## src/logic/cpu_bus_pkg.sv

```systemverilog
package cpu_bus_pkg;

  typedef logic [31:0] word_t;

  // one instruction at a time walks through these
  typedef enum logic [2:0] {
    st_fetch  = 3'd0,  // put pc on the bus
    st_load   = 3'd1,  // wait for the instruction word
    st_mem    = 3'd2,  // data access for lw/sw, single pass otherwise
    st_exec   = 3'd3,  // register write and pc update
    st_halted = 3'd4   // also the state held during reset
  } state_e;

  // avalon-mm master request, 70 bits
  typedef struct packed {
    word_t      address;
    word_t      writedata;
    logic       read;
    logic       write;
    logic [3:0] byteenable;
  } bus_req_t;

  // mips boot rom location
  localparam word_t reset_vector_default = 32'hBFC00000;

  // cpu stops after executing the word here
  localparam word_t halt_address = 32'h00000000;

endpackage

```

## src/logic/mips_isa_pkg.sv

```systemverilog
package mips_isa_pkg;

  // primary opcodes, instr[31:26]
  typedef enum logic [5:0] {
    op_special = 6'd0,  // r-type, decoded further by funct
    op_j       = 6'd2,
    op_jal     = 6'd3,
    op_beq     = 6'd4,
    op_bne     = 6'd5,
    op_addiu   = 6'd9,
    op_slti    = 6'd10,
    op_sltiu   = 6'd11,
    op_andi    = 6'd12,
    op_ori     = 6'd13,
    op_xori    = 6'd14,
    op_lui     = 6'd15,
    op_lw      = 6'd35,
    op_sw      = 6'd43
  } opcode_e;

  // function codes under op_special, instr[5:0]
  typedef enum logic [5:0] {
    fn_sll  = 6'd0,
    fn_srl  = 6'd2,
    fn_sra  = 6'd3,
    fn_jr   = 6'd8,
    fn_jalr = 6'd9,
    fn_addu = 6'd33,
    fn_subu = 6'd35,
    fn_and  = 6'd36,
    fn_or   = 6'd37,
    fn_xor  = 6'd38,
    fn_slt  = 6'd42,
    fn_sltu = 6'd43
  } funct_e;

  typedef enum logic [3:0] {
    alu_add, alu_sub, alu_and, alu_or, alu_xor,
    alu_slt, alu_sltu,     // signed / unsigned set-on-less-than
    alu_sll, alu_srl, alu_sra,  // shift rt by shamt
    alu_lui                // immediate into upper half
  } alu_op_e;

  typedef enum logic [1:0] {
    dest_rt  = 2'd0,  // i-type results and loads
    dest_rd  = 2'd1,  // r-type and jalr
    dest_r31 = 2'd2   // jal link register
  } dest_e;

  // three overlaid views of one instruction word
  typedef struct packed {
    logic [5:0] opcode;
    logic [4:0] rs;
    logic [4:0] rt;
    logic [4:0] rd;
    logic [4:0] shamt;
    logic [5:0] funct;
  } r_fields_t;

  typedef struct packed {
    logic [5:0]  opcode;
    logic [4:0]  rs;
    logic [4:0]  rt;
    logic [15:0] imm;
  } i_fields_t;

  typedef struct packed {
    logic [5:0]  opcode;
    logic [25:0] index;  // word index inside the current 256MB region
  } j_fields_t;

  typedef union packed {
    r_fields_t r;
    i_fields_t i;
    j_fields_t j;
  } instr_t;

  typedef struct packed {
    alu_op_e alu_op;
    logic    alu_src_imm;   // second operand is the extended immediate
    logic    imm_zero_ext;  // andi/ori/xori
    dest_e   dest_sel;
    logic    reg_write;
    logic    mem_read;      // lw
    logic    mem_write;     // sw
    logic    link;          // write pc+8 back
    logic    branch_ne;     // bne, inverts the equal test
    logic    branch;
    logic    jump;          // j, jal
    logic    jump_reg;      // jr, jalr
  } ctrl_t;

endpackage
```

## src/logic/mips_cpu_bus.sv

```systemverilog
`timescale 1ns/10ps

module mips_cpu_bus #(
  parameter cpu_bus_pkg::word_t reset_vector = cpu_bus_pkg::reset_vector_default
) (
  input  logic               clk,
  input  logic               reset,
  output logic               active,
  output cpu_bus_pkg::word_t register_v0,

  // avalon-mm master
  output cpu_bus_pkg::word_t address,
  output logic               write,
  output logic               read,
  input  logic               waitrequest,
  output cpu_bus_pkg::word_t writedata,
  output logic [3:0]         byteenable,
  input  cpu_bus_pkg::word_t readdata
);

  cpu_bus_pkg::bus_req_t bus_req;
  mips_isa_pkg::instr_t  instr;
  mips_isa_pkg::ctrl_t   ctrl;
  cpu_bus_pkg::word_t    pc, pc_plus8;
  cpu_bus_pkg::word_t    rs_data, rt_data;
  cpu_bus_pkg::word_t    data_address, store_data, load_data, write_data;
  logic [4:0]            dest_reg;
  logic                  equal;
  logic                  exec_step;

  // request struct fanned out onto the bus pins
  assign address    = bus_req.address;
  assign writedata  = bus_req.writedata;
  assign read       = bus_req.read;
  assign write      = bus_req.write;
  assign byteenable = bus_req.byteenable;

  cpu_sequencer u_sequencer (
    .clk(clk), .reset(reset),
    .waitrequest(waitrequest), .readdata(readdata),
    .ctrl(ctrl), .pc(pc),
    .data_address(data_address), .store_data(store_data),
    .bus_req(bus_req), .instr(instr), .load_data(load_data),
    .exec_step(exec_step), .active(active)
  );

  instr_decoder u_decoder (.instr(instr), .ctrl(ctrl));

  register_file u_regs (
    .clk(clk), .reset(reset), .exec_step(exec_step),
    .rs_addr(instr.r.rs), .rt_addr(instr.r.rt), .rd_addr(dest_reg),
    .write_data(write_data), .write_enable(ctrl.reg_write),
    .rs_data(rs_data), .rt_data(rt_data), .register_v0(register_v0)
  );

  exec_unit u_exec (
    .instr(instr), .ctrl(ctrl),
    .rs_data(rs_data), .rt_data(rt_data),
    .load_data(load_data), .pc_plus8(pc_plus8),
    .dest_reg(dest_reg), .write_data(write_data),
    .data_address(data_address), .store_data(store_data),
    .equal(equal)
  );

  pc_unit #(.reset_vector(reset_vector)) u_pc (
    .clk(clk), .reset(reset), .exec_step(exec_step),
    .instr(instr), .ctrl(ctrl), .rs_data(rs_data), .equal(equal),
    .pc(pc), .pc_plus8(pc_plus8)
  );

endmodule

```

## src/logic/pc_unit.sv

```systemverilog
`timescale 1ns/10ps

module pc_unit #(
  parameter cpu_bus_pkg::word_t reset_vector = cpu_bus_pkg::reset_vector_default
) (
  input  logic                 clk,
  input  logic                 reset,
  input  logic                 exec_step,
  input  mips_isa_pkg::instr_t instr,
  input  mips_isa_pkg::ctrl_t  ctrl,
  input  cpu_bus_pkg::word_t   rs_data,
  input  logic                 equal,
  output cpu_bus_pkg::word_t   pc,
  output cpu_bus_pkg::word_t   pc_plus8
);

  cpu_bus_pkg::word_t pc_plus4, branch_target, jump_target, next_target;
  cpu_bus_pkg::word_t target_hold;  // where to go after the delay slot
  logic               taken, redirect;
  logic               delay;        // current instruction is a delay slot

  assign pc_plus4      = pc + 32'd4;
  assign pc_plus8      = pc + 32'd8;  // link value
  assign branch_target = pc_plus4 + {{14{instr.i.imm[15]}}, instr.i.imm, 2'b00};
  assign jump_target   = {pc_plus4[31:28], instr.j.index, 2'b00};

  assign taken    = ctrl.branch & (equal ^ ctrl.branch_ne);
  assign redirect = taken | ctrl.jump | ctrl.jump_reg;

  assign next_target = ctrl.jump_reg ? rs_data
                     : ctrl.jump     ? jump_target
                     : branch_target;

  always_ff @(posedge clk) begin
    if (reset) begin
      pc    <= reset_vector;
      delay <= 1'b0;
    end else if (exec_step) begin
      pc    <= delay ? target_hold : pc_plus4;  // slot done, take the held target
      delay <= redirect;
    end
  end

  always_ff @(posedge clk) begin
    if (exec_step && redirect) target_hold <= next_target;
  end

endmodule

```

## src/logic/exec_unit.sv

```systemverilog
`timescale 1ns/10ps

module exec_unit (
  input  mips_isa_pkg::instr_t instr,
  input  mips_isa_pkg::ctrl_t  ctrl,
  input  cpu_bus_pkg::word_t   rs_data,
  input  cpu_bus_pkg::word_t   rt_data,
  input  cpu_bus_pkg::word_t   load_data,
  input  cpu_bus_pkg::word_t   pc_plus8,
  output logic [4:0]           dest_reg,
  output cpu_bus_pkg::word_t   write_data,
  output cpu_bus_pkg::word_t   data_address,
  output cpu_bus_pkg::word_t   store_data,
  output logic                 equal
);

  cpu_bus_pkg::word_t imm_ext, operand_b, alu_result;
  logic [4:0]         shamt;

  assign shamt     = instr.r.shamt;
  assign imm_ext   = ctrl.imm_zero_ext ? {16'h0000, instr.i.imm}
                                       : {{16{instr.i.imm[15]}}, instr.i.imm};
  assign operand_b = ctrl.alu_src_imm ? imm_ext : rt_data;

  always_comb begin
    case (ctrl.alu_op)
      mips_isa_pkg::alu_add:  alu_result = rs_data + operand_b;  // no overflow trap
      mips_isa_pkg::alu_sub:  alu_result = rs_data - operand_b;
      mips_isa_pkg::alu_and:  alu_result = rs_data & operand_b;
      mips_isa_pkg::alu_or:   alu_result = rs_data | operand_b;
      mips_isa_pkg::alu_xor:  alu_result = rs_data ^ operand_b;
      mips_isa_pkg::alu_slt:  alu_result = {31'd0, $signed(rs_data) < $signed(operand_b)};
      mips_isa_pkg::alu_sltu: alu_result = {31'd0, rs_data < operand_b};
      mips_isa_pkg::alu_sll:  alu_result = operand_b << shamt;
      mips_isa_pkg::alu_srl:  alu_result = operand_b >> shamt;
      mips_isa_pkg::alu_sra:  alu_result = $unsigned($signed(operand_b) >>> shamt);
      mips_isa_pkg::alu_lui:  alu_result = {instr.i.imm, 16'h0000};
      default:                alu_result = '0;
    endcase
  end

  assign data_address = {alu_result[31:2], 2'b00};  // word aligned, low bits dropped
  assign store_data   = rt_data;
  assign equal        = (rs_data == rt_data);       // beq/bne test

  // link wins over load, load over alu
  assign write_data = ctrl.link     ? pc_plus8
                    : ctrl.mem_read ? load_data
                    : alu_result;

  always_comb begin
    case (ctrl.dest_sel)
      mips_isa_pkg::dest_rd:  dest_reg = instr.r.rd;
      mips_isa_pkg::dest_r31: dest_reg = 5'd31;  // $ra
      default:                dest_reg = instr.r.rt;
    endcase
  end

endmodule

```

## src/logic/register_file.sv

```systemverilog
`timescale 1ns/10ps

module register_file (
  input  logic               clk,
  input  logic               reset,
  input  logic               exec_step,
  input  logic [4:0]         rs_addr,
  input  logic [4:0]         rt_addr,
  input  logic [4:0]         rd_addr,
  input  cpu_bus_pkg::word_t write_data,
  input  logic               write_enable,
  output cpu_bus_pkg::word_t rs_data,
  output cpu_bus_pkg::word_t rt_data,
  output cpu_bus_pkg::word_t register_v0
);

  cpu_bus_pkg::word_t regs [32];

  assign rs_data     = regs[rs_addr];  // combinational read ports
  assign rt_data     = regs[rt_addr];
  assign register_v0 = regs[2];        // $v0 tap for debug

  always_ff @(posedge clk) begin
    if (reset) begin
      for (int i = 0; i < 32; i++) regs[i] <= '0;
    end else if (exec_step && write_enable && rd_addr != 5'd0) begin
      regs[rd_addr] <= write_data;  // $zero is never written
    end
  end

endmodule

```

## src/logic/instr_decoder.sv

```systemverilog
`timescale 1ns/10ps

module instr_decoder (
  input  mips_isa_pkg::instr_t instr,
  output mips_isa_pkg::ctrl_t  ctrl
);

  // r-type result into rd
  function automatic mips_isa_pkg::ctrl_t r_alu(input mips_isa_pkg::alu_op_e op);
    mips_isa_pkg::ctrl_t c;
    c           = '0;
    c.alu_op    = op;
    c.dest_sel  = mips_isa_pkg::dest_rd;
    c.reg_write = 1'b1;
    return c;
  endfunction

  // i-type result into rt
  function automatic mips_isa_pkg::ctrl_t i_alu(input mips_isa_pkg::alu_op_e op,
                                                input logic zero_ext);
    mips_isa_pkg::ctrl_t c;
    c              = '0;
    c.alu_op       = op;
    c.alu_src_imm  = 1'b1;
    c.imm_zero_ext = zero_ext;
    c.dest_sel     = mips_isa_pkg::dest_rt;
    c.reg_write    = 1'b1;
    return c;
  endfunction

  always_comb begin
    ctrl = '0;  // unknown encodings fall through as a no-op
    case (instr.r.opcode)
      mips_isa_pkg::op_special: begin
        case (instr.r.funct)
          mips_isa_pkg::fn_addu: ctrl = r_alu(mips_isa_pkg::alu_add);
          mips_isa_pkg::fn_subu: ctrl = r_alu(mips_isa_pkg::alu_sub);
          mips_isa_pkg::fn_and:  ctrl = r_alu(mips_isa_pkg::alu_and);
          mips_isa_pkg::fn_or:   ctrl = r_alu(mips_isa_pkg::alu_or);
          mips_isa_pkg::fn_xor:  ctrl = r_alu(mips_isa_pkg::alu_xor);
          mips_isa_pkg::fn_slt:  ctrl = r_alu(mips_isa_pkg::alu_slt);
          mips_isa_pkg::fn_sltu: ctrl = r_alu(mips_isa_pkg::alu_sltu);
          mips_isa_pkg::fn_sll:  ctrl = r_alu(mips_isa_pkg::alu_sll);  // also the canonical nop
          mips_isa_pkg::fn_srl:  ctrl = r_alu(mips_isa_pkg::alu_srl);
          mips_isa_pkg::fn_sra:  ctrl = r_alu(mips_isa_pkg::alu_sra);
          mips_isa_pkg::fn_jr:   ctrl.jump_reg = 1'b1;
          mips_isa_pkg::fn_jalr: begin
            ctrl           = r_alu(mips_isa_pkg::alu_add);
            ctrl.link      = 1'b1;  // rd gets pc+8
            ctrl.jump_reg  = 1'b1;
          end
          default: ;
        endcase
      end
      mips_isa_pkg::op_addiu: ctrl = i_alu(mips_isa_pkg::alu_add, 1'b0);
      mips_isa_pkg::op_slti:  ctrl = i_alu(mips_isa_pkg::alu_slt, 1'b0);
      mips_isa_pkg::op_sltiu: ctrl = i_alu(mips_isa_pkg::alu_sltu, 1'b0);  // still sign-extended
      mips_isa_pkg::op_andi:  ctrl = i_alu(mips_isa_pkg::alu_and, 1'b1);
      mips_isa_pkg::op_ori:   ctrl = i_alu(mips_isa_pkg::alu_or, 1'b1);
      mips_isa_pkg::op_xori:  ctrl = i_alu(mips_isa_pkg::alu_xor, 1'b1);
      mips_isa_pkg::op_lui:   ctrl = i_alu(mips_isa_pkg::alu_lui, 1'b0);
      mips_isa_pkg::op_lw: begin
        ctrl          = i_alu(mips_isa_pkg::alu_add, 1'b0);  // base + offset
        ctrl.mem_read = 1'b1;
      end
      mips_isa_pkg::op_sw: begin
        ctrl.alu_src_imm = 1'b1;
        ctrl.mem_write   = 1'b1;
      end
      mips_isa_pkg::op_beq: ctrl.branch = 1'b1;
      mips_isa_pkg::op_bne: begin
        ctrl.branch    = 1'b1;
        ctrl.branch_ne = 1'b1;
      end
      mips_isa_pkg::op_j: ctrl.jump = 1'b1;
      mips_isa_pkg::op_jal: begin
        ctrl.jump      = 1'b1;
        ctrl.link      = 1'b1;
        ctrl.reg_write = 1'b1;
        ctrl.dest_sel  = mips_isa_pkg::dest_r31;
      end
      default: ;
    endcase
  end

endmodule

```

## src/logic/cpu_sequencer.sv

```systemverilog
`timescale 1ns/10ps

module cpu_sequencer (
  input  logic                  clk,
  input  logic                  reset,
  input  logic                  waitrequest,
  input  cpu_bus_pkg::word_t    readdata,
  input  mips_isa_pkg::ctrl_t   ctrl,
  input  cpu_bus_pkg::word_t    pc,
  input  cpu_bus_pkg::word_t    data_address,
  input  cpu_bus_pkg::word_t    store_data,
  output cpu_bus_pkg::bus_req_t bus_req,
  output mips_isa_pkg::instr_t  instr,
  output cpu_bus_pkg::word_t    load_data,  // lw result held into exec
  output logic                  exec_step,
  output logic                  active
);

  cpu_bus_pkg::state_e state;
  logic                mem_access;
  logic                accepted;  // bus access completes this cycle

  assign mem_access = ctrl.mem_read | ctrl.mem_write;
  assign accepted   = ~waitrequest;
  assign exec_step  = (state == cpu_bus_pkg::st_exec);

  // request is a pure function of state, pc and the decoded instruction,
  // so it stays put for as long as waitrequest holds the state
  always_comb begin
    bus_req            = '0;
    bus_req.byteenable = 4'hF;  // word accesses only
    bus_req.writedata  = store_data;
    bus_req.address    = pc;
    case (state)
      cpu_bus_pkg::st_fetch, cpu_bus_pkg::st_load: bus_req.read = 1'b1;
      cpu_bus_pkg::st_mem: begin
        bus_req.address = data_address;
        bus_req.read    = ctrl.mem_read;
        bus_req.write   = ctrl.mem_write;
      end
      default: ;
    endcase
  end

  always_ff @(posedge clk) begin
    if (reset) begin
      state  <= cpu_bus_pkg::st_halted;  // idle bus while reset is high
      active <= 1'b1;
    end else begin
      case (state)
        cpu_bus_pkg::st_fetch: state <= cpu_bus_pkg::st_load;
        cpu_bus_pkg::st_load: if (accepted) state <= cpu_bus_pkg::st_mem;
        cpu_bus_pkg::st_mem: if (!mem_access || accepted) state <= cpu_bus_pkg::st_exec;
        cpu_bus_pkg::st_exec: begin
          if (pc == cpu_bus_pkg::halt_address) begin  // word at 0 just ran
            state  <= cpu_bus_pkg::st_halted;
            active <= 1'b0;
          end else begin
            state <= cpu_bus_pkg::st_fetch;
          end
        end
        cpu_bus_pkg::st_halted: if (active) state <= cpu_bus_pkg::st_fetch;  // out of reset
        default: state <= cpu_bus_pkg::st_halted;
      endcase
    end
  end

  // instruction and load data registers, captured on the accepted cycle
  always_ff @(posedge clk) begin
    if (state == cpu_bus_pkg::st_load && accepted) instr <= readdata;
    if (state == cpu_bus_pkg::st_mem && ctrl.mem_read && accepted) load_data <= readdata;
  end

endmodule

```

## config.mk

```make
export PLATFORM = sky130hd
export DESIGN_NAME = mips_cpu_bus
export DESIGN_NICKNAME = d
export VERILOG_FILES = /design/src/logic/cpu_bus_pkg.sv /design/src/logic/mips_isa_pkg.sv /design/src/logic/mips_cpu_bus.sv /design/src/logic/pc_unit.sv /design/src/logic/exec_unit.sv /design/src/logic/register_file.sv /design/src/logic/instr_decoder.sv /design/src/logic/cpu_sequencer.sv
export SDC_FILE = /design/constraint.sdc
export NUM_CORES = 2
export LEC_CHECK = 0
export BUFFER_PORTS_ARGS = -buffer_cell sky130_fd_sc_hd__buf_2
export CORE_UTILIZATION = 30
export DETAILED_ROUTE_END_ITERATION = 6
export PLACE_DENSITY_LB_ADDON = 0.05
export SYNTH_ARGS = -nofsm -noshare
export SYNTH_HDL_FRONTEND = slang
export SYNTH_SLANG_ARGS = --single-unit
export TNS_END_PERCENT = 30
```

## constraint.sdc

```tcl
create_clock -name clk -period 8.3 [get_ports clk]
set_clock_uncertainty 0.2 [all_clocks]
set_input_delay 1.66 -clock clk [delete_from_list [all_inputs] [get_ports clk]]
set_output_delay 1.66 -clock clk [all_outputs]
set_load 0.005 [all_outputs]
```

==> results.json <==
{
  "cts_tree": "yes",
  "gp_congestion": 1.02,
  "chipHeight_um": 497,
  "area_growth_pct": 20.0,
  "htree_num_levels": 4,
  "dp_cells": 9855,
  "worst_path_max_delay_cell": "a21oi_1",
  "min_from": "u_pc.target_hold[9]$_DFFE_PP_",
  "hold_end": "u_pc.pc[9]$_SDFFE_PP0P_",
  "netlist_instances": 6593,
  "worstHoldPathCells": 2,
  "r2r_slack_ns": 1.37,
  "cp_common_cell": "nand2_1",
  "coreArea_um2": 243000,
  "ys_seq_elements": 1167,
  "clockBufferDepth": 3,
  "power_leakage_nw": 32.9,
  "worstPathCellList": "buf_16, buf_4, bufbuf_16, mux2i_1, a22oi_1, a21oi_1, nor4_4, nand2_1, nand2_1, ha_1, buf_4, nor4_2, and3_1, nand2_1, nor3_4, buf_12, o31a_1, nor3_1, a211o_1, nand2_1, nand2_1, buf_2",
  "drc": 0,
  "ctsHoldBuffers": 0,
  "post-route-period-util_pct": 99.4,
  "cts_made_buffers": 149,
  "avgSynthCellArea_um2": 11.2,
  "hold_class": "register to register",
  "placed_area_um2": 80700,
  "synthFlopType": "edfxtp_1",
  "die-area_um2": 247000,
  "yosys-top-cells-area": "edfxtp_1 (46%), mux4_2 (9.7%), mux2i_1 (8.6%), nor2_1 (4.7%), a22oi_1 (3.2%)",
  "initial_core_util_pct": 30.2,
  "viasPerCell": 6.16,
  "stdcell_area_um2": 88200,
  "yosys.area.top_type": "edfxtp_1",
  "port_buffers": 133,
  "finalHoldViolations": 0,
  "slowest_delay_ns": 0.65,
  "worstPathMaxFanout": 30,
  "drv_slew": 2,
  "final_nets": 7064,
  "max_freq_mhz": 121,
  "netlist_top_cells_count": "edfxtp_1 (1120), nor2_1 (911), mux2i_1 (631)",
  "drv_cap": 1,
  "ys.warnings.count": 0,
  "fin_tns_setup_ns": 0,
  "grt_antenna_before_repair": 31,
  "layout.cells.non_filler": 10200,
  "cp.required_ns": 6.44,
  "rsz0062_at_grt": "true",
  "synth_edf_count": 1120,
  "crit_path_start_kind": "register",
  "first_global_vias": 60600,
  "maxSlewHeadroom_pct": -10.4,
  "routed_wl_mm": 421,
  "synthArstFlopShare_pct": 0,
  "place_ws_ns": -0.736,
  "synth.most_common_cell": "edfxtp_1",
  "outcome": "complete, but fails checks",
  "crit_type": "register to output pin",
  "cts.sinks": 1167,
  "endpoint_kind": "output pin",
  "grt.total_usage_pct": 33.1,
  "vias": 63000,
  "placement_rows": 181,
  "overflow": 0,
  "dr.pass1.iters": 6,
  "drive_above_1_share_pct": 24.3,
  "die_w_um": 497,
  "violations": "capacitance limit, slew limit",
  "timing.final.ws_setup_ns": 0.0474,
  "rr_endpoint": "u_regs.regs[3][24]$_SDFFCE_PN0P_",
  "ant_nets": 0,
  "dp_hpwl_mm": 279,
  "setup_viol": 0,
  "pin_count": 138,
  "grt_max_degree": 62,
  "drt-wirelength-per-cell_um": 41.2,
  "first_iter_violations": 7742,
  "cts_root_buf": "clkbuf_16",
  "tightestPinTransition_ns": 1.64,
  "ys_seq_area_share_pct": 47.0,
  "syn_area_um2": 73500,
  "cts.clk_slew.worst_paths_ns": 0.06,
  "post-route-util_pct": 36.2,
  "clock_latency_ns": 0.86,
  "critPathArrivalTime_ns": 6.39,
  "vdd_drop_max_mv": 0.219,
  "synthDistinctLibCells": 109,
  "grt_first_pass_wirelength_mm": 558,
  "reg2regPathDepth": 26,
  "fin_crit_ns": 8.25,
  "powerDensity_nw_per_um2": 194,
  "netlist.area_leader.share_pct": 45.7
}
state kept, by name, summed over array words and instances, names as in the netlist, named ones only:
signal / flops
u_regs.regs: 1024
u_pc.pc: 32
u_pc.target_hold: 32
u_sequencer.instr: 32
u_sequencer.load_data: 32
u_sequencer.state: 3
u_pc.delay: 1
u_sequencer.active: 1
cell families after synthesis:
family,Yosys count,share of synthesized area [%]
buffers and inverters,771,4.92
adders and majority gates,135,2.33
DFF,1167,47.0
and+or+nand+nor,2074,13.1
other,2,0.0102
muxes,977,18.7
xor gates and xnor gates,119,1.42
AOI/OAI and AO/OA,1348,12.5
cell usage in the layout (no fill, tap or decap), types with 154 or more instances in the layout:
cell type  Yosys  routed
mux4_2       316     316
a22oi_1      317     314
a21oi_1      352     328
nor3_1       412     405
mux2i_1      631     625
buf_4         26     519
clkbuf_16      0     154
edfxtp_1    1120    1120
nor2_1       911     891
nand2_1      336     299
stage by stage:
stage	hold WS [ns]	power, mW
6_report	0.291	17.1
5_1_grt	0.322	17.4
3_5_place_dp	0.283	10.1
3_3_place_gp	0.271	10.1
4_1_cts	0.285	17.0
2_1_floorplan	0.265	8.48
where the power goes:
part           leakage, nW  internal [mW]  total (mW)  switching, mW
combinational         18.7           1.15        3.49           2.34
sequential            11.8           6.64        6.78          0.140
clock                 2.42           3.87        6.82           2.95
total                 32.9           11.7        17.1           5.43
worst max-delay path by stage:
stage / from / end / slack (ns) / cells after the start
detailed placement: register / address[21] / -0.74 / 24
global placement: register / address[21] / -0.64 / 24
CTS: register / address[14] / -0.04 / 23
finish: register / address[29] / 0.05 / 22
global route: register / address[27] / -0.04 / 25
floorplan: register / address[29] / 0.84 / 22
area by class of cell:
| class | instances | area [um^2] |
|---|---|---|
| Fill cell | 24000 | 155000 |
| Antenna cell | 10 | 25.0 |
| Clock buffer | 174 | 3840 |
| Tap cell | 3202 | 4010 |
| Inverter | 131 | 497 |
| Timing Repair Buffer | 756 | 6710 |
| Sequential cell | 1167 | 34600 |
| Multi-Input combinational cell | 4689 | 37300 |
| Clock inverter | 96 | 1200 |
per-layer routing:
| layer | GRT usage (%) | wire [um] |
|---|---|---|
| met1 | 44.1 | 176000 |
| met2 | 51.5 | 188000 |
| met3 | 5.42 | 31100 |
| met4 | 17.4 | 25500 |
| met5 | 0 | 112 |
worst max-delay path: cells and delay by family, from the launching register on:
family,cells,cell delay [ns]
buf+inv,6,1.43
mux,1,0.24
flops,1,0.50
simple gates,10,1.68
compound gates,4,1.18
fa+ha+maj,1,0.49
repair_timing:
item | in CTS | in global routing
gates cloned | 11 | 4
setup buffers | 52 | 28
endpoints found under the setup margin | 26 | 16
gates resized for setup | 161 | 117
pin swaps | 37 | 61
No activity file was read; power rests on OpenSTA's default activity.
